## src/mhq_params.svh

```systemverilog
/* Build options for the miss-handling queue. MHQ_DEPTH and MHQ_LINE_SIZE must be powers
   of two, and MHQ_DATA_WIDTH a multiple of 8 that divides the line */
`ifndef MHQ_PARAMS_SVH
`define MHQ_PARAMS_SVH

// Store data width in bits
`define MHQ_DATA_WIDTH 32

// Byte address width
`define MHQ_ADDR_WIDTH 32

// Number of queue entries, at least 2
`define MHQ_DEPTH 4

// Cache line size in bytes
`define MHQ_LINE_SIZE 32

`endif

```

## src/mhq_pkg.sv

```systemverilog
/* Types shared by the MHQ blocks. Widths derive from the macros in mhq_params.svh */
`include "mhq_params.svh"

package mhq_pkg;

    // Derived widths
    localparam int DATA_BYTES      = `MHQ_DATA_WIDTH / 8;
    localparam int WORD_SHIFT      = $clog2(DATA_BYTES);
    localparam int OFFSET_WIDTH    = $clog2(`MHQ_LINE_SIZE);
    localparam int TAG_WIDTH       = $clog2(`MHQ_DEPTH);
    localparam int LINE_WIDTH      = `MHQ_LINE_SIZE * 8;
    localparam int LINE_ADDR_WIDTH = `MHQ_ADDR_WIDTH - OFFSET_WIDTH;

    // One full cache line
    typedef logic [LINE_WIDTH-1:0]      mhq_line_t;

    // Byte address with the offset bits stripped
    typedef logic [LINE_ADDR_WIDTH-1:0] mhq_line_addr_t;

    typedef logic [OFFSET_WIDTH-1:0]    mhq_offset_t;
    typedef logic [TAG_WIDTH-1:0]       mhq_tag_t;

    // Extra MSB tells a full queue from an empty one
    typedef logic [TAG_WIDTH:0]         mhq_ptr_t;

    typedef logic [DATA_BYTES-1:0]      mhq_bsel_t;
    typedef logic [`MHQ_LINE_SIZE-1:0]  mhq_bmask_t;

endpackage

```

## src/mhq_ccu.sv

```systemverilog
/* Cache-control unit with one requester. One line read per head entry, any memory
   latency; a cooldown cycle follows each completion */
`include "mhq_params.svh"

module mhq_ccu (
    input  logic                            clk,
    input  logic                            n_rst,
    input  logic                            i_ccu_en,
    input  logic [`MHQ_ADDR_WIDTH-1:0]      i_ccu_addr,
    input  logic                            i_mem_ack,
    input  mhq_pkg::mhq_line_t              i_mem_data,
    output logic                            o_ccu_done,
    output mhq_pkg::mhq_line_t              o_ccu_data,
    output logic                            o_mem_req,
    output logic [`MHQ_ADDR_WIDTH-1:0]      o_mem_addr
);

    typedef enum logic [1:0] {
        CCU_IDLE,
        CCU_WAIT,
        CCU_COOL
    } ccu_state_t;

    ccu_state_t state;
    logic       issue;
    logic       complete;

    assign issue    = (state == CCU_IDLE) & i_ccu_en;
    assign complete = (state == CCU_WAIT) & i_mem_ack;

    always_ff @(posedge clk) begin
        if (!n_rst) begin
            state      <= CCU_IDLE;
            o_mem_req  <= 1'b0;
            o_ccu_done <= 1'b0;
        end else begin
            o_ccu_done <= complete;
            case (state)
                CCU_IDLE: begin
                    if (issue) begin
                        o_mem_req <= 1'b1;
                        state     <= CCU_WAIT;
                    end
                end
                CCU_WAIT: begin
                    if (complete) begin
                        o_mem_req <= 1'b0;
                        state     <= CCU_COOL;
                    end
                end
                // Head pointer advances during this cycle
                CCU_COOL: state <= CCU_IDLE;
                default:  state <= CCU_IDLE;
            endcase
        end
    end

    always_ff @(posedge clk) begin
        if (issue) begin
            o_mem_addr <= i_ccu_addr;
        end
        if (complete) begin
            o_ccu_data <= i_mem_data;
        end
    end

endmodule

```

## src/mhq_ex.sv

```systemverilog
/* Execute stage. Holds the queue entries and emits one merged fill per line in
   allocation order. Store offsets are assumed word aligned */
`include "mhq_params.svh"

module mhq_ex (
    input  logic                            clk,
    input  logic                            n_rst,
    input  logic                            i_mhq_lu_en,
    input  logic                            i_mhq_lu_we,
    input  mhq_pkg::mhq_offset_t            i_mhq_lu_offset,
    input  logic [`MHQ_DATA_WIDTH-1:0]      i_mhq_lu_wr_data,
    input  mhq_pkg::mhq_bsel_t              i_mhq_lu_byte_select,
    input  logic                            i_mhq_lu_match,
    input  mhq_pkg::mhq_tag_t               i_mhq_lu_tag,
    input  mhq_pkg::mhq_line_addr_t         i_mhq_lu_addr,
    input  logic                            i_ccu_done,
    input  mhq_pkg::mhq_line_t              i_ccu_data,
    output mhq_pkg::mhq_ptr_t               o_mhq_head_next,
    output mhq_pkg::mhq_ptr_t               o_mhq_tail_next,
    output logic [`MHQ_DEPTH-1:0]           o_mhq_entry_valid,
    output mhq_pkg::mhq_line_addr_t         o_mhq_entry_addr [`MHQ_DEPTH],
    output logic                            o_ccu_en,
    output logic [`MHQ_ADDR_WIDTH-1:0]      o_ccu_addr,
    output logic                            o_fill_en,
    output mhq_pkg::mhq_tag_t               o_fill_tag,
    output logic                            o_fill_dirty,
    output logic [`MHQ_ADDR_WIDTH-1:0]      o_fill_addr,
    output mhq_pkg::mhq_line_t              o_fill_data
);

    logic [`MHQ_DEPTH-1:0]                  entry_valid_q;
    logic                                   entry_dirty_q [`MHQ_DEPTH];
    mhq_pkg::mhq_line_addr_t                entry_addr_q  [`MHQ_DEPTH];
    mhq_pkg::mhq_line_t                     entry_data_q  [`MHQ_DEPTH];
    mhq_pkg::mhq_bmask_t                    entry_bmask_q [`MHQ_DEPTH];

    mhq_pkg::mhq_ptr_t                      head;
    mhq_pkg::mhq_ptr_t                      tail;
    mhq_pkg::mhq_ptr_t                      head_next;
    mhq_pkg::mhq_ptr_t                      tail_next;
    mhq_pkg::mhq_tag_t                      head_idx;
    mhq_pkg::mhq_offset_t                   lu_word;
    logic [`MHQ_DEPTH-1:0]                  valid_next;
    logic                                   ex_en;
    logic                                   ex_alloc;
    logic                                   ex_dirty;
    logic                                   fill_merge;
    mhq_pkg::mhq_line_t                     ex_data;
    mhq_pkg::mhq_bmask_t                    ex_bmask;
    logic [`MHQ_ADDR_WIDTH-1:0]             fill_addr;
    mhq_pkg::mhq_line_t                     fill_data;

    // A load that hits a pending entry leaves the queue untouched
    assign ex_alloc   = i_mhq_lu_en & ~i_mhq_lu_match;
    assign ex_en      = i_mhq_lu_en & (~i_mhq_lu_match | i_mhq_lu_we);

    assign head_idx   = head[mhq_pkg::TAG_WIDTH-1:0];
    assign head_next  = i_ccu_done ? head + 1'b1 : head;
    assign tail_next  = ex_alloc ? tail + 1'b1 : tail;
    assign lu_word    = i_mhq_lu_offset >> mhq_pkg::WORD_SHIFT;

    // Fed back to the lookup stage without a register
    assign o_mhq_head_next   = head_next;
    assign o_mhq_tail_next   = tail_next;
    assign o_mhq_entry_valid = entry_valid_q;
    assign o_mhq_entry_addr  = entry_addr_q;

    // Head entry goes to the CCU
    assign fill_addr  = {entry_addr_q[head_idx], {mhq_pkg::OFFSET_WIDTH{1'b0}}};
    assign o_ccu_addr = fill_addr;
    assign o_ccu_en   = entry_valid_q[head_idx];

    // Store merging into the head entry while its line is returning
    assign fill_merge = ex_en & i_mhq_lu_we & ~ex_alloc & (i_mhq_lu_tag == head_idx);

    always_comb begin
        for (int i = 0; i < `MHQ_DEPTH; i++) begin
            valid_next[i] = ~(i_ccu_done & (mhq_pkg::mhq_tag_t'(i) == head_idx)) &
                            ((ex_en & (mhq_pkg::mhq_tag_t'(i) == i_mhq_lu_tag)) |
                             entry_valid_q[i]);
        end
    end

    // Store bytes on top of the entry; a new entry starts with no bytes updated
    always_comb begin
        ex_dirty = i_mhq_lu_we | (~ex_alloc & entry_dirty_q[i_mhq_lu_tag]);
        ex_data  = entry_data_q[i_mhq_lu_tag];
        ex_bmask = entry_bmask_q[i_mhq_lu_tag] & {`MHQ_LINE_SIZE{~ex_alloc}};

        for (int i = 0; i < `MHQ_LINE_SIZE; i++) begin
            if (i_mhq_lu_we && ((i / mhq_pkg::DATA_BYTES) == int'(lu_word)) &&
                i_mhq_lu_byte_select[i % mhq_pkg::DATA_BYTES]) begin
                ex_data[i*8 +: 8] = i_mhq_lu_wr_data[(i % mhq_pkg::DATA_BYTES)*8 +: 8];
                ex_bmask[i]       = 1'b1;
            end
        end
    end

    // Fill byte priority: same-cycle store, then entry bytes, then memory
    always_comb begin
        for (int i = 0; i < `MHQ_LINE_SIZE; i++) begin
            if (fill_merge && ex_bmask[i]) begin
                fill_data[i*8 +: 8] = ex_data[i*8 +: 8];
            end else if (entry_bmask_q[head_idx][i]) begin
                fill_data[i*8 +: 8] = entry_data_q[head_idx][i*8 +: 8];
            end else begin
                fill_data[i*8 +: 8] = i_ccu_data[i*8 +: 8];
            end
        end
    end

    always_ff @(posedge clk) begin
        if (!n_rst) begin
            entry_valid_q <= '0;
            head          <= '0;
            tail          <= '0;
            o_fill_en     <= 1'b0;
        end else begin
            entry_valid_q <= valid_next;
            head          <= head_next;
            tail          <= tail_next;
            o_fill_en     <= i_ccu_done;
        end
    end

    always_ff @(posedge clk) begin
        if (ex_en) begin
            entry_dirty_q[i_mhq_lu_tag] <= ex_dirty;
            entry_addr_q[i_mhq_lu_tag]  <= i_mhq_lu_addr;
            entry_data_q[i_mhq_lu_tag]  <= ex_data;
            entry_bmask_q[i_mhq_lu_tag] <= ex_bmask;
        end
    end

    always_ff @(posedge clk) begin
        o_fill_tag   <= head_idx;
        o_fill_dirty <= entry_dirty_q[head_idx] | fill_merge;
        o_fill_addr  <= fill_addr;
        o_fill_data  <= fill_data;
    end

endmodule

```

## src/mhq_lu.sv

```systemverilog
/* Lookup stage. Every request is a miss and a store is one aligned word.
   The source must keep i_req_en low while o_full is high */
`include "mhq_params.svh"

module mhq_lu (
    input  logic                            clk,
    input  logic                            n_rst,
    input  logic                            i_req_en,
    input  logic                            i_req_we,
    input  logic [`MHQ_ADDR_WIDTH-1:0]      i_req_addr,
    input  logic [`MHQ_DATA_WIDTH-1:0]      i_req_wr_data,
    input  mhq_pkg::mhq_bsel_t              i_req_byte_select,
    input  mhq_pkg::mhq_ptr_t               i_mhq_head_next,
    input  mhq_pkg::mhq_ptr_t               i_mhq_tail_next,
    input  logic [`MHQ_DEPTH-1:0]           i_mhq_entry_valid,
    input  mhq_pkg::mhq_line_addr_t         i_mhq_entry_addr [`MHQ_DEPTH],
    output logic                            o_full,
    output logic                            o_mhq_lu_en,
    output logic                            o_mhq_lu_we,
    output mhq_pkg::mhq_offset_t            o_mhq_lu_offset,
    output logic [`MHQ_DATA_WIDTH-1:0]      o_mhq_lu_wr_data,
    output mhq_pkg::mhq_bsel_t              o_mhq_lu_byte_select,
    output logic                            o_mhq_lu_match,
    output mhq_pkg::mhq_tag_t               o_mhq_lu_tag,
    output mhq_pkg::mhq_line_addr_t         o_mhq_lu_addr
);

    mhq_pkg::mhq_line_addr_t                req_line_addr;
    mhq_pkg::mhq_tag_t                      head_idx;
    mhq_pkg::mhq_ptr_t                      pending;
    logic [mhq_pkg::TAG_WIDTH+1:0]          pending_after;
    logic                                   accept;
    logic                                   hit;
    mhq_pkg::mhq_tag_t                      hit_tag;

    assign req_line_addr = i_req_addr[`MHQ_ADDR_WIDTH-1:mhq_pkg::OFFSET_WIDTH];
    assign head_idx      = i_mhq_head_next[mhq_pkg::TAG_WIDTH-1:0];
    assign accept        = i_req_en & ~o_full;

    // Entries still live after this edge, including the one being allocated now
    assign pending       = i_mhq_tail_next - i_mhq_head_next;

    always_comb begin
        mhq_pkg::mhq_tag_t rel;

        hit     = 1'b0;
        hit_tag = i_mhq_tail_next[mhq_pkg::TAG_WIDTH-1:0];

        // An entry freed at this edge falls outside the head_next window
        for (int i = 0; i < `MHQ_DEPTH; i++) begin
            rel = mhq_pkg::mhq_tag_t'(i) - head_idx;
            if (i_mhq_entry_valid[i] && ({1'b0, rel} < pending) &&
                (i_mhq_entry_addr[i] == req_line_addr)) begin
                hit     = 1'b1;
                hit_tag = mhq_pkg::mhq_tag_t'(i);
            end
        end

        // Previous request is allocating this cycle and is not yet valid in the queue
        if (o_mhq_lu_en && !o_mhq_lu_match && (o_mhq_lu_addr == req_line_addr)) begin
            hit     = 1'b1;
            hit_tag = o_mhq_lu_tag;
        end
    end

    // Count the allocation this request will make one edge from now
    assign pending_after = {1'b0, pending} +
                           {{(mhq_pkg::TAG_WIDTH+1){1'b0}}, accept & ~hit};

    always_ff @(posedge clk) begin
        if (!n_rst) begin
            o_mhq_lu_en <= 1'b0;
            o_full      <= 1'b0;
        end else begin
            o_mhq_lu_en <= accept;
            o_full      <= (pending_after >= `MHQ_DEPTH);
        end
    end

    always_ff @(posedge clk) begin
        if (accept) begin
            o_mhq_lu_we          <= i_req_we;
            o_mhq_lu_offset      <= i_req_addr[mhq_pkg::OFFSET_WIDTH-1:0];
            o_mhq_lu_wr_data     <= i_req_wr_data;
            o_mhq_lu_byte_select <= i_req_byte_select;
            o_mhq_lu_match       <= hit;
            o_mhq_lu_tag         <= hit_tag;
            o_mhq_lu_addr        <= req_line_addr;
        end
    end

endmodule

```

## src/mhq_top.sv

```systemverilog
/* MHQ top level. Every request is treated as a cache miss; no victim writeback */
`include "mhq_params.svh"

module mhq_top (
    input  logic                            clk,
    input  logic                            n_rst,
    input  logic                            i_req_en,
    input  logic                            i_req_we,
    input  logic [`MHQ_ADDR_WIDTH-1:0]      i_req_addr,
    input  logic [`MHQ_DATA_WIDTH-1:0]      i_req_wr_data,
    input  mhq_pkg::mhq_bsel_t              i_req_byte_select,
    output logic                            o_full,
    output logic                            o_fill_en,
    output mhq_pkg::mhq_tag_t               o_fill_tag,
    output logic                            o_fill_dirty,
    output logic [`MHQ_ADDR_WIDTH-1:0]      o_fill_addr,
    output mhq_pkg::mhq_line_t              o_fill_data,
    output logic                            o_mem_req,
    output logic [`MHQ_ADDR_WIDTH-1:0]      o_mem_addr,
    input  logic                            i_mem_ack,
    input  mhq_pkg::mhq_line_t              i_mem_data
);

    // Lookup to execute
    logic                                   lu_en;
    logic                                   lu_we;
    mhq_pkg::mhq_offset_t                   lu_offset;
    logic [`MHQ_DATA_WIDTH-1:0]             lu_wr_data;
    mhq_pkg::mhq_bsel_t                     lu_byte_select;
    logic                                   lu_match;
    mhq_pkg::mhq_tag_t                      lu_tag;
    mhq_pkg::mhq_line_addr_t                lu_addr;

    // Execute back to lookup
    mhq_pkg::mhq_ptr_t                      mhq_head_next;
    mhq_pkg::mhq_ptr_t                      mhq_tail_next;
    logic [`MHQ_DEPTH-1:0]                  entry_valid;
    mhq_pkg::mhq_line_addr_t                entry_addr [`MHQ_DEPTH];

    // Execute and CCU
    logic                                   ccu_en;
    logic [`MHQ_ADDR_WIDTH-1:0]             ccu_addr;
    logic                                   ccu_done;
    mhq_pkg::mhq_line_t                     ccu_data;

    mhq_lu mhq_lu_inst (
        .clk                  (clk),
        .n_rst                (n_rst),
        .i_req_en             (i_req_en),
        .i_req_we             (i_req_we),
        .i_req_addr           (i_req_addr),
        .i_req_wr_data        (i_req_wr_data),
        .i_req_byte_select    (i_req_byte_select),
        .i_mhq_head_next      (mhq_head_next),
        .i_mhq_tail_next      (mhq_tail_next),
        .i_mhq_entry_valid    (entry_valid),
        .i_mhq_entry_addr     (entry_addr),
        .o_full               (o_full),
        .o_mhq_lu_en          (lu_en),
        .o_mhq_lu_we          (lu_we),
        .o_mhq_lu_offset      (lu_offset),
        .o_mhq_lu_wr_data     (lu_wr_data),
        .o_mhq_lu_byte_select (lu_byte_select),
        .o_mhq_lu_match       (lu_match),
        .o_mhq_lu_tag         (lu_tag),
        .o_mhq_lu_addr        (lu_addr)
    );

    mhq_ex mhq_ex_inst (
        .clk                  (clk),
        .n_rst                (n_rst),
        .i_mhq_lu_en          (lu_en),
        .i_mhq_lu_we          (lu_we),
        .i_mhq_lu_offset      (lu_offset),
        .i_mhq_lu_wr_data     (lu_wr_data),
        .i_mhq_lu_byte_select (lu_byte_select),
        .i_mhq_lu_match       (lu_match),
        .i_mhq_lu_tag         (lu_tag),
        .i_mhq_lu_addr        (lu_addr),
        .i_ccu_done           (ccu_done),
        .i_ccu_data           (ccu_data),
        .o_mhq_head_next      (mhq_head_next),
        .o_mhq_tail_next      (mhq_tail_next),
        .o_mhq_entry_valid    (entry_valid),
        .o_mhq_entry_addr     (entry_addr),
        .o_ccu_en             (ccu_en),
        .o_ccu_addr           (ccu_addr),
        .o_fill_en            (o_fill_en),
        .o_fill_tag           (o_fill_tag),
        .o_fill_dirty         (o_fill_dirty),
        .o_fill_addr          (o_fill_addr),
        .o_fill_data          (o_fill_data)
    );

    mhq_ccu mhq_ccu_inst (
        .clk                  (clk),
        .n_rst                (n_rst),
        .i_ccu_en             (ccu_en),
        .i_ccu_addr           (ccu_addr),
        .i_mem_ack            (i_mem_ack),
        .i_mem_data           (i_mem_data),
        .o_ccu_done           (ccu_done),
        .o_ccu_data           (ccu_data),
        .o_mem_req            (o_mem_req),
        .o_mem_addr           (o_mem_addr)
    );

endmodule
```

## config.mk

```make
export PLATFORM = sky130hd
export DESIGN_NAME = mhq_top
export DESIGN_NICKNAME = d
export VERILOG_FILES = /design/src/mhq_pkg.sv /design/src/mhq_ccu.sv /design/src/mhq_ex.sv /design/src/mhq_lu.sv /design/src/mhq_top.sv
export VERILOG_INCLUDE_DIRS = /design/src /design/src/src
export SDC_FILE = /design/constraint.sdc
export NUM_CORES = 2
export LEC_CHECK = 0
export ABC_AREA = 0
export BUFFER_PORTS_ARGS = -buffer_cell sky130_fd_sc_hd__buf_2
export CAP_MARGIN = 20
export CORE_MARGIN = 2
export CORE_UTILIZATION = 30
export CTS_BUF_LIST = sky130_fd_sc_hd__clkbuf_16
export DETAILED_ROUTE_END_ITERATION = 16
export SLEW_MARGIN = 5
export SYNTH_ARGS = -nofsm -noshare
export SYNTH_HDL_FRONTEND = slang
export SYNTH_HIERARCHICAL = 1
export SYNTH_SLANG_ARGS = --single-unit
```

## constraint.sdc

```tcl
create_clock -name clk -period 28.7 [get_ports clk]
set_input_delay 1.435 -clock clk [delete_from_list [all_inputs] [get_ports clk]]
set_output_delay 1.435 -clock clk [all_outputs]
set_load 0.01 [all_outputs]
```

[Yosys cells after proc, flatten, opt, wreduce, memory -nomap -nowiden]
Memory sizes are Yosys's and may differ from the RTL's. A register that Yosys moved wholly into a read port is not among the register bits.
Index checks and enable logic that the tools add are counted.
Word-level totals
  memories: 3
  RAM bits: 1156
  flip-flop bits (word level): 766
  bits of input ports: 329
  output and inout port bits: 326
Memories
  mhq_ex_inst.entry_data_q: words 4, bits a word 256, rd ports 2, clocked after memory_dff 1, write ports 1, line mhq_ex.sv:34  | mhq_pkg::mhq_line_t entry_data_q [`MHQ_DEPTH];
  mhq_ex_inst.entry_bmask_q: words 4, bits a word 32, rd ports 2, clocked after memory_dff 1, write ports 1, line mhq_ex.sv:35  | mhq_pkg::mhq_bmask_t entry_bmask_q [`MHQ_DEPTH];
  mhq_ex_inst.entry_dirty_q: words 4, bits a word 1, rd ports 2, clocked after memory_dff 1, write ports 1, line mhq_ex.sv:32  | logic entry_dirty_q [`MHQ_DEPTH];
Operators by class
  reductions and logical operators: 93
  mux-type cells: 157
  magnitude comparators: 9
  bitwise operators: 41
  eq/ne operators: 22
  add/sub/neg operators: 8
Operator list (number)
  two-way mux 8 bit: 96
  == test 27 bit: 5
  bitwise mux 108 bit: 1
  logical AND 1 bit: 83
  two-way mux 27 bit: 3
  binary-select mux 27 bit (select 2 bit): 1
  demux 27 bit (select 2 bit): 1
  two-way mux 1 bit: 43
  bitwise AND 32 bit: 1
  bitwise AND 1 bit: 22
  two-way mux 2 bit: 7
  == test 3 bit, first input constant: 4
  less-than comparator 2 x 3 -> 1 bit: 4
  NOT 1 bit: 9
  == test 2 bit, first input constant: 4
  OR 1 bit: 7
  adder 3 x 1 -> 3 bit, second input constant: 2
  == test 2 x 3 -> 1 bit, first input constant: 2
  >= comparator 3 bit, second input constant: 2
  zero test 2 bit: 3
  two-way mux 3 bit: 2
  NOT 2 -> 3 bit: 2
  zero test 5 bit: 1
  adder 3 x 1 -> 4 bit: 1
  other kinds (19): 24

[Logic depth before layout (Yosys ltp)]
  depth in word-level cells: 16
  depth in mapped cells: 18
  mapped depth without buffers: 13

[Modules after synthesis]
The synthesis kept the hierarchy.
Modules (own cells, without submodules)
  mhq_ex: times used 1, area an instance 69251.4 sq um, cells an instance 3424
  mhq_ccu: times used 1, area an instance 8809.7 sq um, cells an instance 305
  mhq_lu: times used 1, area an instance 4201.5 sq um, cells an instance 327

[Least setup slack after synthesis]
OpenSTA, ideal clock, no wires.
  kind: reg-to-reg
  start point: register mhq_lu_inst.o_mhq_lu_tag[1]
  end point: memory mhq_ex_inst/entry_bmask_q[2][0] (netlist bit) (enable)
  period minus slack after synthesis: 23928 ps
  setup slack: 4772 ps
  data required time: 27314 ps
  buffers on the path: 4
  arrival time: 22542 ps
  cell stages (with the launch flop): 7
  path through: edfxtp_1 > buf_2 > buf_2 > buf_2 > buf_2 > inv_1 > nor3_1
RTL lines
  from (decl): line mhq_lu.sv:24  | output mhq_pkg::mhq_tag_t o_mhq_lu_tag,
  from (signal assigned): line mhq_lu.sv:87  | o_mhq_lu_tag <= hit_tag;
  to (decl): line mhq_ex.sv:35
No word-level cell before the write port.

[Final worst setup path]
  start point: register mhq_ex_inst.head[0]
  end point: register mhq_ex_inst.o_fill_data[48]
Between the ends
  word-level cells in the longest chain between the ends: 4
RTL lines
  from (decl): line mhq_ex.sv:37  | mhq_pkg::mhq_ptr_t head;
  from (signal assigned): line mhq_ex.sv:120  | head <= head_next;
  == test 2 bit: line mhq_ex.sv:74  | assign fill_merge = ex_en & i_mhq_lu_we & ~ex_alloc & (i_mhq_lu_tag == head_idx);
  bitwise AND 1 bit: line mhq_ex.sv:74
  logical AND 1 bit: line mhq_ex.sv:102  | if (fill_merge && ex_bmask[i]) begin
  two-way mux 8 bit: line mhq_ex.sv:102
  via mhq_ex_inst.fill_data[48]: line mhq_ex.sv:51  | mhq_pkg::mhq_line_t fill_data;
  to (signal assigned): line mhq_ex.sv:139  | o_fill_data <= fill_data;
  to (decl): line mhq_ex.sv:28  | output mhq_pkg::mhq_line_t o_fill_data
The timed path passes the listed nets, and every way through them passes these cells.
A chain may end at the register's enable or synchronous reset.

==> flow_metrics.env <==
export IMPL_status="complete, no violations"
export IMPL_finalCritPeriodShare_pct=18.9
export IMPL_p_comb_share_pct=7.5
export IMPL_reg2regPathDepth=7
export IMPL_preCtsSetupSlack_ns=23.11
export IMPL_fp_dieW_um=527
export IMPL_cpMostUsedCell="buf_4"
export IMPL_io_pins=655
export IMPL_via_count=43656
export IMPL_slowest_delay_ns=0.81
export IMPL_grt_pass1_wl_um=344000
export IMPL_crit_slowest_cell="mux4_2"
export IMPL_synthCells=4054
export IMPL_hpwlAfterDp_um=156000
export IMPL_p_sw_mw=1.46
export IMPL_r2r_slack_ns=23.28
export IMPL_cts_htree_levels=4
export IMPL_max_freq_ghz=0.185
export IMPL_routabilityCongestion=0.771
export IMPL_cp_endpoint="mhq_ex_inst/o_fill_data[48]$_DFF_P_"
export IMPL_clkPwrFrac_pct=41.9
export IMPL_regArea_um2=54800
export IMPL_die_area_um2=278000
export IMPL_area_growth_pct=17.2
export IMPL_vdd_drop_max_v=0.0000578
export IMPL_multi_input_area_um2=26000
export IMPL_fp_row_count=192
export IMPL_clock_sinks=1925
export IMPL_post_route_min_period_ns=5.42
export IMPL_num_nets_final=5107
export IMPL_grt_pass1_vias=44896
export IMPL_wl_per_cell_um=28.9
export IMPL_start_util_pct=30.1
export IMPL_crit_required_ns=29.44
export IMPL_maxCapViolCount=0
export IMPL_wl_um=248000
export IMPL_drv_slew=0
export IMPL_finalSetupTns_ns=0
export IMPL_hold_buffers=0
export IMPL_skew_ns=0.0426
export IMPL_cts_resized=0
export IMPL_ys_warn_count=6
export IMPL_cts_tree="done"
export IMPL_crit_path_end_kind="flip-flop"
export IMPL_clk_pin_slew_ns=0.06
export IMPL_crit_path_start_kind="flip-flop"
export IMPL_grt_setup_unrepaired="no"
export IMPL_placed_area_um2=89500
export IMPL_clock_latency_ns=0.87
export IMPL_fp_dieH_um=527
export IMPL_cts_root_buf="clkbuf_16"
export IMPL_portBuffers=647
export IMPL_grt_usage_pct=17.4
export IMPL_tightest_slew_ns=1.14
export IMPL_cts_buffers=209
export IMPL_globalRouteOverflowTotal=0
export IMPL_whs_ns=0.524
export IMPL_drive_above_1_share_pct=50.0
export IMPL_drc_errors=0
export IMPL_timing_rr_end="mhq_ex_inst/o_fill_data[48]$_DFF_P_"
export IMPL_grt_antenna_before_repair=49
export IMPL_syn_area_per_cell_um2=20.3
export IMPL_cp_num_buf_inv=4
export IMPL_cp_max_fo=39
export IMPL_critPathTopFamily="buffers and inverters"
export IMPL_ant_nets=0
export IMPL_final_core_util_pct=35.3
export IMPL_clock_path_buffers=4
export IMPL_crit_reg2reg_launch="mhq_ex_inst/head[0]$_SDFF_PN0_"
export IMPL_path_cells="buf_4 > buf_4 > buf_4 > buf_4 > mux4_2 > mux2_2 > mux2_2"
export IMPL_cp_depth=7
export IMPL_firstDrtPassIters=5
export IMPL_slew_headroom_pct=23.8
export IMPL_p_leak_nw=31.8
export IMPL_fillers=25336
export IMPL_syn_cell_area_um2=82200
export IMPL_first_iter_violations=4420
export IMPL_viasPerCell=5.08
export IMPL_finalSetupViolations=0
export IMPL_grt_max_degree=114
export IMPL_powerDensity_nw_per_um2=65.2
export IMPL_post_cts_buffers=0
export IMPL_stdcell_area_um2=96400
export IMPL_startpoint="mhq_ex_inst/head[0]$_SDFF_PN0_"
export IMPL_coreArea_um2=273000
export IMPL_power_switching_share_pct=23.2
export IMPL_hp_class="reg2reg"
export IMPL_p_seq_share_pct=50.6
export IMPL_finalWorstSetupSlack_ns=23.28
export IMPL_path_class="reg2reg"
export IMPL_finalHoldViolCount=0
export IMPL_arrival_ns=6.16
export IMPL_internal_power_mw=4.83
-- flip-flops by register name (all words and copies together), names as in the netlist, 2 cells and up --
name	flops
mhq_lu_inst/o_mhq_lu_wr_data	32
mhq_ccu_inst/o_ccu_data	256
mhq_ccu_inst/o_mem_addr	32
mhq_ex_inst/o_fill_tag	2
mhq_ex_inst/o_mhq_entry_addr	108
mhq_lu_inst/o_mhq_lu_tag	2
mhq_ex_inst/o_mhq_entry_valid	4
mhq_ex_inst/head	3
mhq_lu_inst/o_mhq_lu_addr	27
mhq_ccu_inst/state	2
mhq_ex_inst/o_fill_addr	27
mhq_ex_inst/o_fill_data	256
mhq_lu_inst/o_mhq_lu_byte_select	4
mhq_ex_inst/tail	3
mhq_lu_inst/o_mhq_lu_offset	3
mhq_ex_inst/entry_data_q	1024
mhq_ex_inst/entry_dirty_q	4
mhq_ex_inst/entry_bmask_q	128
-- cells in the final DEF, fill, tap and decap left out, types with 11 or more instances in the layout --
cell,count
mux2i_1,33
diode_2,52
buf_12,11
xor2_1,34
nand4_1,31
buf_2,647
a32oi_1,16
clkinv_1,48
nand3_1,19
or3_1,16
clkbuf_16,218
nand2_1,60
dfxtp_1,301
mux4_2,574
a21bo_2,16
mux2_4,16
nor3_1,33
inv_1,61
ha_1,12
buf_4,84
mux2_2,785
o31ai_4,16
nor4_1,11
edfxtp_1,1622
bufinv_16,12
and2_1,25
xnor2_1,106
clkinv_2,32
-- per-stage QoR --
stage | total power [mW] | std cells
5_1_grt | 6.50 | 8539
3_3_place_gp | 3.70 | 8141
2_1_floorplan | 3.55 | 4063
6_report | 6.29 | 8587
4_1_cts | 6.36 | 8535
3_5_place_dp | 3.72 | 8143
-- how the worst min path moves through the flow --
stage                                                    from                                   to  cells after the start
after CTS                 mhq_ccu_inst/o_mem_req$_SDFFE_PN0P_  mhq_ccu_inst/o_mem_req$_SDFFE_PN0P_                      2
after global placement    mhq_ccu_inst/o_mem_req$_SDFFE_PN0P_  mhq_ccu_inst/o_mem_req$_SDFFE_PN0P_                      2
after global routing      mhq_ccu_inst/o_mem_req$_SDFFE_PN0P_  mhq_ccu_inst/o_mem_req$_SDFFE_PN0P_                      2
final                     mhq_ccu_inst/o_mem_req$_SDFFE_PN0P_  mhq_ccu_inst/o_mem_req$_SDFFE_PN0P_                      2
after floorplan                mhq_ex_inst/head[0]$_SDFF_PN0_    mhq_ex_inst/o_fill_tag[0]$_DFF_P_                      0
after detailed placement  mhq_ccu_inst/o_mem_req$_SDFFE_PN0P_  mhq_ccu_inst/o_mem_req$_SDFFE_PN0P_                      2
-- final cells by class --
cell class | instances | area share (%)
multi-input cells | 1869 | 27.0
diodes | 52 | 0.135
inverters | 16 | 0.0636
flip-flops and latches | 1925 | 56.8
clock buffers | 218 | 5.66
repair buffers | 744 | 4.28
well taps | 3589 | 4.66
clock inverters | 174 | 1.37
-- worst register-to-register path, cell delays in order, from the launching register on --
cell	delay [ns]
dfxtp_4	0.74
buf_4	0.83
buf_4	0.79
buf_4	0.68
buf_4	0.80
mux4_2	0.82
mux2_2	0.34
mux2_2	0.29
-- routing by layer --
metal | GRT usage, % | vias up | routed length, um
met5 | 0 | - | 49
met4 | 4.90 | 8 | 5660
met3 | 3.52 | 289 | 19900
met2 | 27.5 | 1856 | 117000
met1 | 24.1 | 23279 | 105000
li1 | - | 18224 | -
-- power groups by stage --
stage | sequential (mW) | clock, mW | combinational (mW)
global route | 3.19 | 2.81 | 0.503
floorplan | 3.27 | 0 | 0.279
finish | 3.18 | 2.63 | 0.469
detailed placement | 3.24 | 0 | 0.475
global placement | 3.24 | 0 | 0.464
CTS | 3.18 | 2.70 | 0.477
Power figures use the tool's default switching activity.
